$ cat src/dino_pkg.sv
/*
 * Shared game definitions
 *  - vector types for positions, heights, score and random bytes
 *  - game state and obstacle type enums
 *  - fixed hitbox geometry and jump constant
 *  - helper that tells whether the game is in a running state
 */

package dino_pkg;

    typedef logic [7:0]  xpos_t;    // Coarse horizontal units
    typedef logic [4:0]  height_t;  // Above ground
    typedef logic [19:0] score_t;   // Five BCD digits
    typedef logic [7:0]  rng_t;

    typedef enum logic [2:0] {
        GS_IDLE,
        GS_RUN,
        GS_JUMP,
        GS_DUCK,
        GS_OVER
    } game_state_t;

    typedef enum logic [1:0] {
        OBS_SMALL,
        OBS_TALL,
        OBS_BIRD
    } obs_type_t;

    // Player column
    localparam int PLAYER_X = 16;
    localparam int PLAYER_W = 6;
    localparam int OBS_W    = 4;
    localparam int JUMP_V0  = 6;   // Initial upward velocity

    // Vertical bands
    localparam int SMALL_H  = 4;
    localparam int TALL_H   = 7;
    localparam int BIRD_LO  = 3;
    localparam int BIRD_TOP = 9;
    localparam int STAND_H  = 10;
    localparam int DUCK_H   = 2;

    function automatic logic is_running(input game_state_t st);
        return (st == GS_RUN) || (st == GS_JUMP) || (st == GS_DUCK);
    endfunction

endpackage

$ cat src/tick_gen.sv
/*
 * Frame tick generator
 * Down-counter that reloads at zero and strobes the tick
 * for one cycle every TICK_DIV clock cycles
 */

`timescale 1ns/1ps

module tick_gen #(
    parameter int TICK_DIV = 16
) (
    input  logic clk,
    input  logic i_rst_n,
    output logic o_tick
);

    localparam int CW = $clog2(TICK_DIV);

    logic [CW-1:0] cnt;

    always_ff @(posedge clk or negedge i_rst_n) begin
        if (!i_rst_n) begin
            cnt    <= '0;
            o_tick <= 1'b0;
        end else begin
            if (cnt == '0)
                cnt <= CW'(TICK_DIV - 1);  // Reload
            else
                cnt <= cnt - 1'b1;
            o_tick <= (cnt == CW'(1));     // High while the counter sits at zero
        end
    end

endmodule

$ cat src/lfsr.sv
/*
 * Random source for obstacle types
 * 15-bit maximal-length Galois LFSR, x^15 + x^14 + 1,
 * stepping every clock; low byte is the output
 */

`timescale 1ns/1ps

module lfsr (
    input  logic            clk,
    input  logic            i_rst_n,
    output dino_pkg::rng_t  o_rng
);

    localparam logic [14:0] TAPS = 15'h6000;
    localparam logic [14:0] SEED = 15'h0001;  // Any nonzero value

    logic [14:0] state;

    always_ff @(posedge clk or negedge i_rst_n) begin
        if (!i_rst_n)
            state <= SEED;
        else
            state <= {1'b0, state[14:1]} ^ (state[0] ? TAPS : 15'h0000);
    end

    assign o_rng = state[7:0];

endmodule

$ cat src/player_controller.sv
/*
 * Player controller
 *  - game FSM: idle, run, jump, duck, game over
 *  - jump arc from a signed velocity register
 *  - one-cycle start pulse on entry to run from idle or game over
 * All updates happen on the tick edge
 */

`timescale 1ns/1ps

module player_controller (
    input  logic                  clk,
    input  logic                  i_rst_n,
    input  logic                  i_tick,
    input  logic                  i_btn_start,
    input  logic                  i_btn_up,
    input  logic                  i_btn_down,
    input  logic                  i_crash,
    output dino_pkg::game_state_t o_state,
    output dino_pkg::height_t     o_height,
    output logic                  o_start_pulse
);

    logic signed [5:0] vel;
    logic signed [6:0] h_sum;

    // Height after this tick's velocity step
    assign h_sum = $signed({2'b00, o_height}) + {vel[5], vel};

    always_ff @(posedge clk or negedge i_rst_n) begin
        if (!i_rst_n) begin
            o_state       <= dino_pkg::GS_IDLE;
            o_height      <= '0;
            vel           <= '0;
            o_start_pulse <= 1'b0;
        end else begin
            o_start_pulse <= 1'b0;
            if (i_tick) begin
                case (o_state)
                    dino_pkg::GS_IDLE, dino_pkg::GS_OVER: begin
                        if (i_btn_start) begin
                            o_state       <= dino_pkg::GS_RUN;
                            o_height      <= '0;
                            vel           <= '0;
                            o_start_pulse <= 1'b1;
                        end
                    end
                    dino_pkg::GS_RUN: begin
                        if (i_crash) begin
                            o_state <= dino_pkg::GS_OVER;
                        end else if (i_btn_up) begin   // Up wins over down
                            o_state  <= dino_pkg::GS_JUMP;
                            o_height <= dino_pkg::height_t'(dino_pkg::JUMP_V0);
                            vel      <= 6'(dino_pkg::JUMP_V0 - 1);
                        end else if (i_btn_down) begin
                            o_state <= dino_pkg::GS_DUCK;
                        end
                    end
                    dino_pkg::GS_JUMP: begin
                        if (i_crash) begin
                            o_state  <= dino_pkg::GS_OVER;
                            o_height <= '0;
                        end else if (h_sum <= 7'sd0) begin  // Landed
                            o_state  <= dino_pkg::GS_RUN;
                            o_height <= '0;
                        end else begin
                            o_height <= h_sum[4:0];
                            vel      <= vel - 6'sd1;
                        end
                    end
                    dino_pkg::GS_DUCK: begin
                        if (i_crash)
                            o_state <= dino_pkg::GS_OVER;
                        else if (!i_btn_down)
                            o_state <= dino_pkg::GS_RUN;
                    end
                    default: o_state <= dino_pkg::GS_IDLE;
                endcase
            end
        end
    end

endmodule

$ cat src/obstacles.sv
/*
 * Obstacle engine
 *  - two obstacles scrolling left in lockstep while the game runs
 *  - spawn on game start, respawn when past the left edge
 *  - types drawn from the random byte, code 3 folds to small cactus
 */

`timescale 1ns/1ps

module obstacles #(
    parameter int SPAWN_X  = 200,
    parameter int OBS_GAP  = 100,
    parameter int OBS_STEP = 2
) (
    input  logic                  clk,
    input  logic                  i_rst_n,
    input  logic                  i_tick,
    input  dino_pkg::game_state_t i_state,
    input  logic                  i_start_pulse,
    input  dino_pkg::rng_t        i_rng,
    output dino_pkg::xpos_t       o_obs1_x,
    output dino_pkg::xpos_t       o_obs2_x,
    output dino_pkg::obs_type_t   o_obs1_type,
    output dino_pkg::obs_type_t   o_obs2_type
);

    dino_pkg::xpos_t     pos  [2];
    dino_pkg::obs_type_t kind [2];
    logic [1:0]          code [2];

    function automatic dino_pkg::obs_type_t pick_type(input logic [1:0] c);
        case (c)
            2'd1:    return dino_pkg::OBS_TALL;
            2'd2:    return dino_pkg::OBS_BIRD;
            default: return dino_pkg::OBS_SMALL;
        endcase
    endfunction

    assign code[0] = i_rng[1:0];   // Obstacle 1 from low bits
    assign code[1] = i_rng[7:6];   // Obstacle 2 from high bits

    always_ff @(posedge clk or negedge i_rst_n) begin
        if (!i_rst_n) begin
            for (int i = 0; i < 2; i++) begin
                pos[i]  <= '0;
                kind[i] <= dino_pkg::OBS_SMALL;
            end
        end else if (i_start_pulse) begin
            pos[0] <= dino_pkg::xpos_t'(SPAWN_X);
            pos[1] <= dino_pkg::xpos_t'(SPAWN_X + OBS_GAP);  // Wraps in the 8-bit column
            for (int i = 0; i < 2; i++) begin
                kind[i] <= pick_type(code[i]);
            end
        end else if (i_tick && dino_pkg::is_running(i_state)) begin
            for (int i = 0; i < 2; i++) begin
                if (pos[i] < dino_pkg::xpos_t'(OBS_STEP)) begin  // Off screen
                    pos[i]  <= dino_pkg::xpos_t'(SPAWN_X);
                    kind[i] <= pick_type(code[i]);
                end else begin
                    pos[i] <= pos[i] - dino_pkg::xpos_t'(OBS_STEP);
                end
            end
        end
    end

    assign o_obs1_x    = pos[0];
    assign o_obs2_x    = pos[1];
    assign o_obs1_type = kind[0];
    assign o_obs2_type = kind[1];

endmodule

$ cat src/collision_detect.sv
/*
 * Collision unit
 * Hitbox overlap of the player against each obstacle
 * on half-open bands, with the result registered one cycle later
 */

`timescale 1ns/1ps

module collision_detect (
    input  logic                  clk,
    input  logic                  i_rst_n,
    input  dino_pkg::game_state_t i_state,
    input  dino_pkg::height_t     i_height,
    input  dino_pkg::xpos_t       i_obs1_x,
    input  dino_pkg::xpos_t       i_obs2_x,
    input  dino_pkg::obs_type_t   i_obs1_type,
    input  dino_pkg::obs_type_t   i_obs2_type,
    output logic                  o_crash
);

    logic duck;
    logic hit1;
    logic hit2;

    function automatic logic hit(input dino_pkg::xpos_t x, input dino_pkg::obs_type_t t,
                                 input dino_pkg::height_t h, input logic ducking);
        int x_lo;
        int p_lo;
        int p_hi;
        int b_lo;
        int b_hi;
        x_lo = int'(x);
        p_lo = int'(h);
        p_hi = p_lo + (ducking ? dino_pkg::DUCK_H : dino_pkg::STAND_H);
        case (t)
            dino_pkg::OBS_TALL: begin
                b_lo = 0;
                b_hi = dino_pkg::TALL_H;
            end
            dino_pkg::OBS_BIRD: begin
                b_lo = dino_pkg::BIRD_LO;
                b_hi = dino_pkg::BIRD_TOP;
            end
            default: begin
                b_lo = 0;
                b_hi = dino_pkg::SMALL_H;
            end
        endcase
        return (x_lo < dino_pkg::PLAYER_X + dino_pkg::PLAYER_W) &&
               (x_lo + dino_pkg::OBS_W > dino_pkg::PLAYER_X) &&
               (p_lo < b_hi) && (p_hi > b_lo);
    endfunction

    assign duck = (i_state == dino_pkg::GS_DUCK);
    assign hit1 = hit(i_obs1_x, i_obs1_type, i_height, duck);
    assign hit2 = hit(i_obs2_x, i_obs2_type, i_height, duck);

    always_ff @(posedge clk or negedge i_rst_n) begin
        if (!i_rst_n)
            o_crash <= 1'b0;
        else
            o_crash <= hit1 | hit2;
    end

endmodule

$ cat src/score_counter.sv
/*
 * Score counter
 * Five BCD digits with ripple carry, one count per running tick,
 * cleared by the start pulse, wraps at 99999
 */

`timescale 1ns/1ps

module score_counter (
    input  logic                  clk,
    input  logic                  i_rst_n,
    input  logic                  i_tick,
    input  dino_pkg::game_state_t i_state,
    input  logic                  i_start_pulse,
    output dino_pkg::score_t      o_score
);

    dino_pkg::score_t score_inc;
    logic             carry;

    // BCD increment, digit 0 first
    always_comb begin
        carry     = 1'b1;
        score_inc = o_score;
        for (int d = 0; d < 5; d++) begin
            if (carry) begin
                if (o_score[4*d +: 4] == 4'd9) begin
                    score_inc[4*d +: 4] = 4'd0;   // Carry on to next digit
                end else begin
                    score_inc[4*d +: 4] = o_score[4*d +: 4] + 4'd1;
                    carry               = 1'b0;
                end
            end
        end
    end

    always_ff @(posedge clk or negedge i_rst_n) begin
        if (!i_rst_n)
            o_score <= '0;
        else if (i_start_pulse)
            o_score <= '0;
        else if (i_tick && dino_pkg::is_running(i_state))
            o_score <= score_inc;
    end

endmodule

$ cat src/dino_game_top.sv
/*
 * Runner game core top level
 * Tick generator, LFSR, player FSM, obstacle engine,
 * collision unit and score counter wired together
 */

`timescale 1ns/1ps

module dino_game_top #(
    parameter int TICK_DIV = 16,   // Short frame for simulation
    parameter int SPAWN_X  = 200,
    parameter int OBS_GAP  = 100,
    parameter int OBS_STEP = 2
) (
    input  logic                  clk,
    input  logic                  i_rst_n,
    input  logic                  i_btn_start,
    input  logic                  i_btn_up,
    input  logic                  i_btn_down,
    output logic                  o_tick,
    output dino_pkg::game_state_t o_game_state,
    output dino_pkg::height_t     o_height,
    output dino_pkg::xpos_t       o_obs1_x,
    output dino_pkg::xpos_t       o_obs2_x,
    output dino_pkg::obs_type_t   o_obs1_type,
    output dino_pkg::obs_type_t   o_obs2_type,
    output dino_pkg::score_t      o_score
);

    logic           start_pulse;
    logic           crash;    // From collision unit back to the FSM
    dino_pkg::rng_t rng;

    tick_gen #(.TICK_DIV(TICK_DIV)) tick_gen_inst (
        .clk     (clk),
        .i_rst_n (i_rst_n),
        .o_tick  (o_tick)
    );

    lfsr lfsr_inst (
        .clk     (clk),
        .i_rst_n (i_rst_n),
        .o_rng   (rng)
    );

    player_controller player_controller_inst (
        .clk           (clk),
        .i_rst_n       (i_rst_n),
        .i_tick        (o_tick),
        .i_btn_start   (i_btn_start),
        .i_btn_up      (i_btn_up),
        .i_btn_down    (i_btn_down),
        .i_crash       (crash),
        .o_state       (o_game_state),
        .o_height      (o_height),
        .o_start_pulse (start_pulse)
    );

    obstacles #(
        .SPAWN_X  (SPAWN_X),
        .OBS_GAP  (OBS_GAP),
        .OBS_STEP (OBS_STEP)
    ) obstacles_inst (
        .clk           (clk),
        .i_rst_n       (i_rst_n),
        .i_tick        (o_tick),
        .i_state       (o_game_state),
        .i_start_pulse (start_pulse),
        .i_rng         (rng),
        .o_obs1_x      (o_obs1_x),
        .o_obs2_x      (o_obs2_x),
        .o_obs1_type   (o_obs1_type),
        .o_obs2_type   (o_obs2_type)
    );

    collision_detect collision_detect_inst (
        .clk         (clk),
        .i_rst_n     (i_rst_n),
        .i_state     (o_game_state),
        .i_height    (o_height),
        .i_obs1_x    (o_obs1_x),
        .i_obs2_x    (o_obs2_x),
        .i_obs1_type (o_obs1_type),
        .i_obs2_type (o_obs2_type),
        .o_crash     (crash)
    );

    score_counter score_counter_inst (
        .clk           (clk),
        .i_rst_n       (i_rst_n),
        .i_tick        (o_tick),
        .i_state       (o_game_state),
        .i_start_pulse (start_pulse),
        .o_score       (o_score)
    );

endmodule

$ cat config.mk
export PLATFORM = sky130hd
export DESIGN_NAME = dino_game_top
export DESIGN_NICKNAME = d
export VERILOG_FILES = /design/src/dino_pkg.sv /design/src/tick_gen.sv /design/src/lfsr.sv /design/src/player_controller.sv /design/src/obstacles.sv /design/src/collision_detect.sv /design/src/score_counter.sv /design/src/dino_game_top.sv
export SDC_FILE = /design/constraint.sdc
export NUM_CORES = 1
export LEC_CHECK = 0
export BUFFER_PORTS_ARGS = -buffer_cell sky130_fd_sc_hd__buf_2
export CAP_MARGIN = 20
export CORE_ASPECT_RATIO = 0.8
export CORE_MARGIN = 5
export CORE_UTILIZATION = 60
export CTS_BUF_LIST = sky130_fd_sc_hd__clkbuf_8
export DETAILED_ROUTE_END_ITERATION = 7
export GPL_ROUTABILITY_DRIVEN = 0
export MAX_ROUTING_LAYER = met4
export PLACE_DENSITY_LB_ADDON = 0.05
export SKIP_CTS_REPAIR_TIMING = 1
export SYNTH_ARGS = -nofsm -noshare
export SYNTH_HDL_FRONTEND = slang
export SYNTH_SLANG_ARGS = --single-unit
$ cat constraint.sdc
create_clock -name clk -period 2.8 [get_ports clk]
set_input_delay 0.42 -clock clk [delete_from_list [all_inputs] [get_ports clk]]
set_output_delay 0.42 -clock clk [all_outputs]
set_load 0.01 [all_outputs]
After elaboration in Yosys (flattened, before gate mapping)
Index checks and enable logic that the tools add are counted.

storage, ports and cells
  bits of input ports = 5
  output and inout bits = 49
  latch bits = 0
  bits in writable memories = 0
  word-level logic and storage cells = 157
  memories = 0
  flip-flop bits (word level) = 76
  bits in read-only memories = 0

cells by class
  equal/unequal tests = 26
  order comparisons = 11
  shift-type cells = 0
  multiply operators = 0
  bitwise logic cells = 2
  divide/modulo/power cells = 0
  multiplexer cells = 59
  add/sub/neg operators = 13
  reductions and logical operators = 29

operator list
  kind                 number
  $gt 32x3->1          2
  $gt 32x6->1 const B  2
  $mux 4               13
  $mux 20              2
  $add 6x32->32        1
  $mux 16              2
  $mux 6               5
  $mux 5               5
  $mux 3               8
  $add 4x1->4 const B  5
  $eq 4x4->1 const B   5
  $add 8x3->9 const B  2
  $pmux 6 s3           1
  $lt 8x2->1 const B   2
  $lt 8x5->1 const B   2
  $mux 8               2
  $pmux 4 s2           2
  $sub 8x2->8 const B  2
  $mux 15              1
  $pmux 5 s3           1
  $xor 14x15->15       1
  $reduce_bool 2->1    7
  $pmux 3 s4           1
  $reduce_and 2->1     6
  26 further kinds     60

Logic depth before layout (Yosys ltp)
  word-level depth = 8
  gate-level depth with buffers = 10
  depth with buffers taken out = 9

Hierarchy
From an unflattened synthesis, not the netlist that was laid out.

second synthesis, totals
  cell total of the unflattened synthesis = 467
  area, all modules = 4,670.7 um^2

modules (own cells, without submodules)
  module             cells each  sequential area each (um^2)  area an instance (um^2)  times used
  score_counter      135         500.5                        1,308.8                  1
  player_controller  115         375.4                        1,102.3                  1
  obstacles          103         450.4                        1,032.2                  1
  collision_detect   68          25.0                         539.3                    1
  lfsr               24          376.6                        445.4                    1
  tick_gen           22          125.1                        242.7                    1

Least setup slack after synthesis
No wires, ideal clock.

  path type = reg2reg
  from = register player_controller_inst.o_height[0]
  to = register player_controller_inst.vel[5]
  stages on the path, launching flop included = 9
  data required time = 2,713 ps
  path buffers = 0
  setup time = 87 ps
  arrival = 2,176 ps
  path slack = 537 ps
  period minus slack after synthesis = 2,263 ps
  cell sequence = dfrtp_1 > ha_1 > fa_1 > xor2_1 > nor3_1 > o21ai_1 > o21ai_2 > or4_1 > o211ai_1

between the ends
  longest elaborated chain between the ends = 4

RTL lines
  what                        line                     source
  from (decl)                 player_controller.sv:20  output dino_pkg::height_t o_height,
  from (signal assigned)      player_controller.sv:53  o_height <= dino_pkg::height_t'(dino_pkg::JUMP_V0);
  from (signal assigned)      player_controller.sv:67  o_height <= h_sum[4:0];
  $add 6x6->7                 player_controller.sv:28  assign h_sum = $signed({2'b00, o_height}) + {vel[5], vel};
  $le 7x1->1                  player_controller.sv:63  end else if (h_sum <= 7'sd0) begin
  $ne 2x2->1 (no line)        -
  $reduce_and 7->1 (no line)  -
  to (signal assigned)        player_controller.sv:54  vel <= 6'(dino_pkg::JUMP_V0 - 1);
  to (signal assigned)        player_controller.sv:68  vel <= vel - 6'sd1;
  to (decl)                   player_controller.sv:24  logic signed [5:0] vel;

Every way passes these cells.
A chain may end at the register's enable or synchronous reset.

Worst setup path in the final report
  from = register player_controller_inst.o_height[0]
  to = register player_controller_inst.vel[0]

Same word-level chain as after synthesis.

==> metrics.md <==
| Metric | Value |
|---|---|
| Max rail drop VDD | 0.341 mV |
| H-tree levels | 3 |
| Fillers | 557 |
| Row cnt | 27 |
| Die Wd | 104 µm |
| Critical Path Max Stage Delay | 0.43 ns |
| Int Pwr | 1630 µW |
| WL final | 8690 µm |
| Port buffer count | 51 |
| Top cells by area, synth | dfrtp_1, ha_1, nand2_1, a21oi_1, inv_1 |
| Detailed Routing Iterations Pass 1 | 4 |
| Number of global-route vias before repair | 3047 |
| Synth Area in Adders | 0.115 |
| Count of pins over their slew limit | 0 |
| Vias per cell | 5.69 |
| Power Dens Cells | 485 nW/µm² |
| Leak Pwr | 0.00225 µW |
| Largest net degree at the start of global routing | 75 |
| Critical path fanouts, max | 9 |
| Synth area leader | dfrtp_1 |
| Post-synth EDFFs | 0 |
| Compound-Gate Fraction of Synth Area | 0.183 |
| Status | completed |
| Final setup viols | 0 |
| WP data arrival | 2.74 ns |
| Flop pwr share | 0.502 |
| Period minus WS final | 2.49 ns |
| Setup repair after global routing missed its margin | false |
| Fin crit share | 0.889 |
| Placed cells | 565 |
| Routed Antenna Nets | 0 |
| Slowest library cell on the worst path | dfrtp_1 |
| Tot Pwr | 2290 µW |
| Hold crit path type | in2async |
| Sw Ratio | 0.290 |
| FMAX | 402 MHz |
| CTS sink cnt | 74 |
| Worst Tran Pin Value | 0.919 ns |
| TritonCTS clock tree | built |
| Avg Cell Area, Syn | 9.65 µm² |
| Slew HR | 0.388 |
| DR WL/cell | 15.0 µm |
| Reg area | 1850 µm² |
| Net Sw Power | 665 µW |
| Final cell count without fillers | 581 |
| CTS buffer count | 9 |
| Worst-Skew Late Latency | 0.36 ns |
| Post-Route Utilization | 0.689 |
| Type of origin of the critical path | flip-flop |
| Clock Tree Root | clkbuf_8 |
| Met2 wire length | 3850 µm |
| #FFs+latches synth | 74 |
| Post-Synth XOR/XNOR Area | 0.0230 |
| Worst path depth | 8 |
| Synth cell types | 61 |
| Die Y | 84.8 µm |
| Die area | 8780 µm² |
| Ys async rst share | 1.00 |
| Combinational share of power | 0.112 |
| Seq/Total Area, Yosys | 0.442 |
| Final #Nets | 532 |
| Commonest non-fill, non-tap cells in the layout | dfrtp_1, buf_2, nand2_1 |
| Main synth FF type | dfrtp_1 |
| Layout cells sized above 1 | 0.176 |
| Number of antenna violations at the first check in global routing | 0 |
| Core area | 6860 µm² |
| Hold Vio Cnt, Final | 0 |
| Initial Util | 0.612 |
| Multi-input logic area | 2160 µm² |
| Cell area after synthesis | 4200 µm² |
| Total GRT Usage | 0.216 |
| Skew final | 0.00582 ns |
| Largest family of logic cells by synthesized area | simple AND/OR/NAND/NOR gates |
| Count of warnings emitted by yosys | 0 |
| CP delay by family, top | compound AO/OA/AOI/OAI gates |
| Met3 wire len | 491 µm |
| P&R area growth vs syn | 12.7% |
| IO Pins | 54 |
| Critical Path, Cell by Cell | ha_1 > fa_1 > xor2_1 > nor3_1 > o21ai_1 > o21ai_2 > a21oi_1 > o221a_1 |
| DR DRC count | 0 |
| Highest metal used | met4 |
| Via count | 3304 |
| Clock Pin Slew Worst Setup and Hold Paths | 0.09 ns |
| Synthesized instance count | 435 |
| Clock share of power | 0.386 |
| Bufs on Longest Clock Path | 2 |
| CP Class | reg2reg |
| Post-synthesis simple-gate area fraction | 0.186 |
| Global-route wire length before repair | 15100 µm |
| Met1 WL | 4260 µm |
| Reg2reg path depth | 8 |
| Post-synth top area share | 0.435 |
| N_diodes | 0 |
| Commonest non-fill, non-tap cell in the layout | dfrtp_1 |
| Starting DRC count in detailed routing | 220 |
| Maxcap violations | 0 |
| Total grt overflow | 0 |
| Setup TNS | 0 ns |
| CP Data Required Time | 3.05 ns |
| HPWL Detailed | 6190 µm |
| Critical path buffers and inverters | 0 |
| Post-synthesis mux area share | 0.00507 |
| Setup crit end kind | flip-flop |
| Fin Hold WS | 0.171 ns |
[cell type report]
cell class / count / share of cell area
flip-flops and latches: 74 / 0.392
multi-input cells: 317 / 0.456
clock buffers: 9 / 0.0262
repair buffers: 54 / 0.0593
inverters: 33 / 0.0262
well taps: 87 / 0.0230
clock inverters: 7 / 0.0175
[power groups by stage]
stage	clock network, µW	registers [µW]	logic [µW]
5_1_grt	955	1160	294
3_5_place_dp	0	1170	256
6_report	885	1150	257
3_3_place_gp	0	1170	250
2_1_floorplan	0	1160	170
4_1_cts	902	1150	258
[logic make-up (layout without fill, tap and decap cells)]
group	Yosys count	in the layout
and+or+nand+nor	152	152
AOI/OAI and AO/OA	112	112
DFF	74	74
buffers and inverters	45	103
adders and majority gates	38	38
xor gates and xnor gates	11	11
muxes	2	2
other	1	2
[registers in the layout, summed over array words and instances, names as in the netlist, 2 cells and up]
signal,flops
obstacles_inst.o_obs1_type,2
score_counter_inst.o_score,20
obstacles_inst.o_obs2_type,2
lfsr_inst.state,15
player_controller_inst.o_state,3
obstacles_inst.o_obs2_x,7
tick_gen_inst.cnt,4
player_controller_inst.o_height,5
obstacles_inst.o_obs1_x,7
player_controller_inst.vel,6
[worst reg2reg max path: stages, from the launching register on]
cell and delay (ns):
dfrtp_1 0.43, ha_1 0.26, fa_1 0.42, xor2_1 0.20
nor3_1 0.17, o21ai_1 0.15, o21ai_2 0.36, a21oi_1 0.15
o221a_1 0.26
[worst paths after layout]
kind                                                      end                          startpoint  slack (ns)
worst max-delay path            player_controller_inst.vel[0]  player_controller_inst.o_height[0]        0.31
worst min-delay path            score_counter_inst.o_score[1]                             i_rst_n        0.17
worst max register to register  player_controller_inst.vel[0]  player_controller_inst.o_height[0]        0.31
worst min register to register            lfsr_inst.state[10]                 lfsr_inst.state[11]        0.35
max in group asynchronous       player_controller_inst.vel[1]                             i_rst_n        2.02
min in group clk                          lfsr_inst.state[10]                 lfsr_inst.state[11]        0.35
[through the flow]
stage / instance area [µm²] / setup WS (ns)
after floorplan: 4200 / 0.537
after global placement: 4520 / 0.465
after detailed placement: 4520 / 0.360
after CTS: 4730 / 0.337
after global routing: 4730 / 0.000872
final: 4730 / 0.311
[layer usage]
metal | GRT usage | vias up
met5 | - | -
met3 | 0.0507 | 9
met4 | 0.0787 | 0
met1 | 0.308 | 1554
met2 | 0.300 | 84
li1 | - | 1657
[synthesized netlist by cell type, types with 2 or more instances]
master,number
dfrtp_1,73
nand2_1,45
ha_1,37
inv_1,32
a21oi_1,28
nor2_1,28
o21ai_0,23
nand3_1,16
nor3_1,15
o21ai_1,12
o31ai_1,10
nand2b_1,9
or3_1,8
and2_1,7
o21a_1,6
xor2_1,6
clkbuf_1,5
o211ai_1,5
or4_1,5
xnor2_1,5
nand3b_1,4
nor2b_1,4
buf_2,3
buf_4,3
o221a_1,3
a2111oi_0,2
a21boi_1,2
and3b_1,2
nand2b_4,2
nor4_1,2
o21bai_1,2
o22ai_1,2
(Power assumes the default switching activity.)
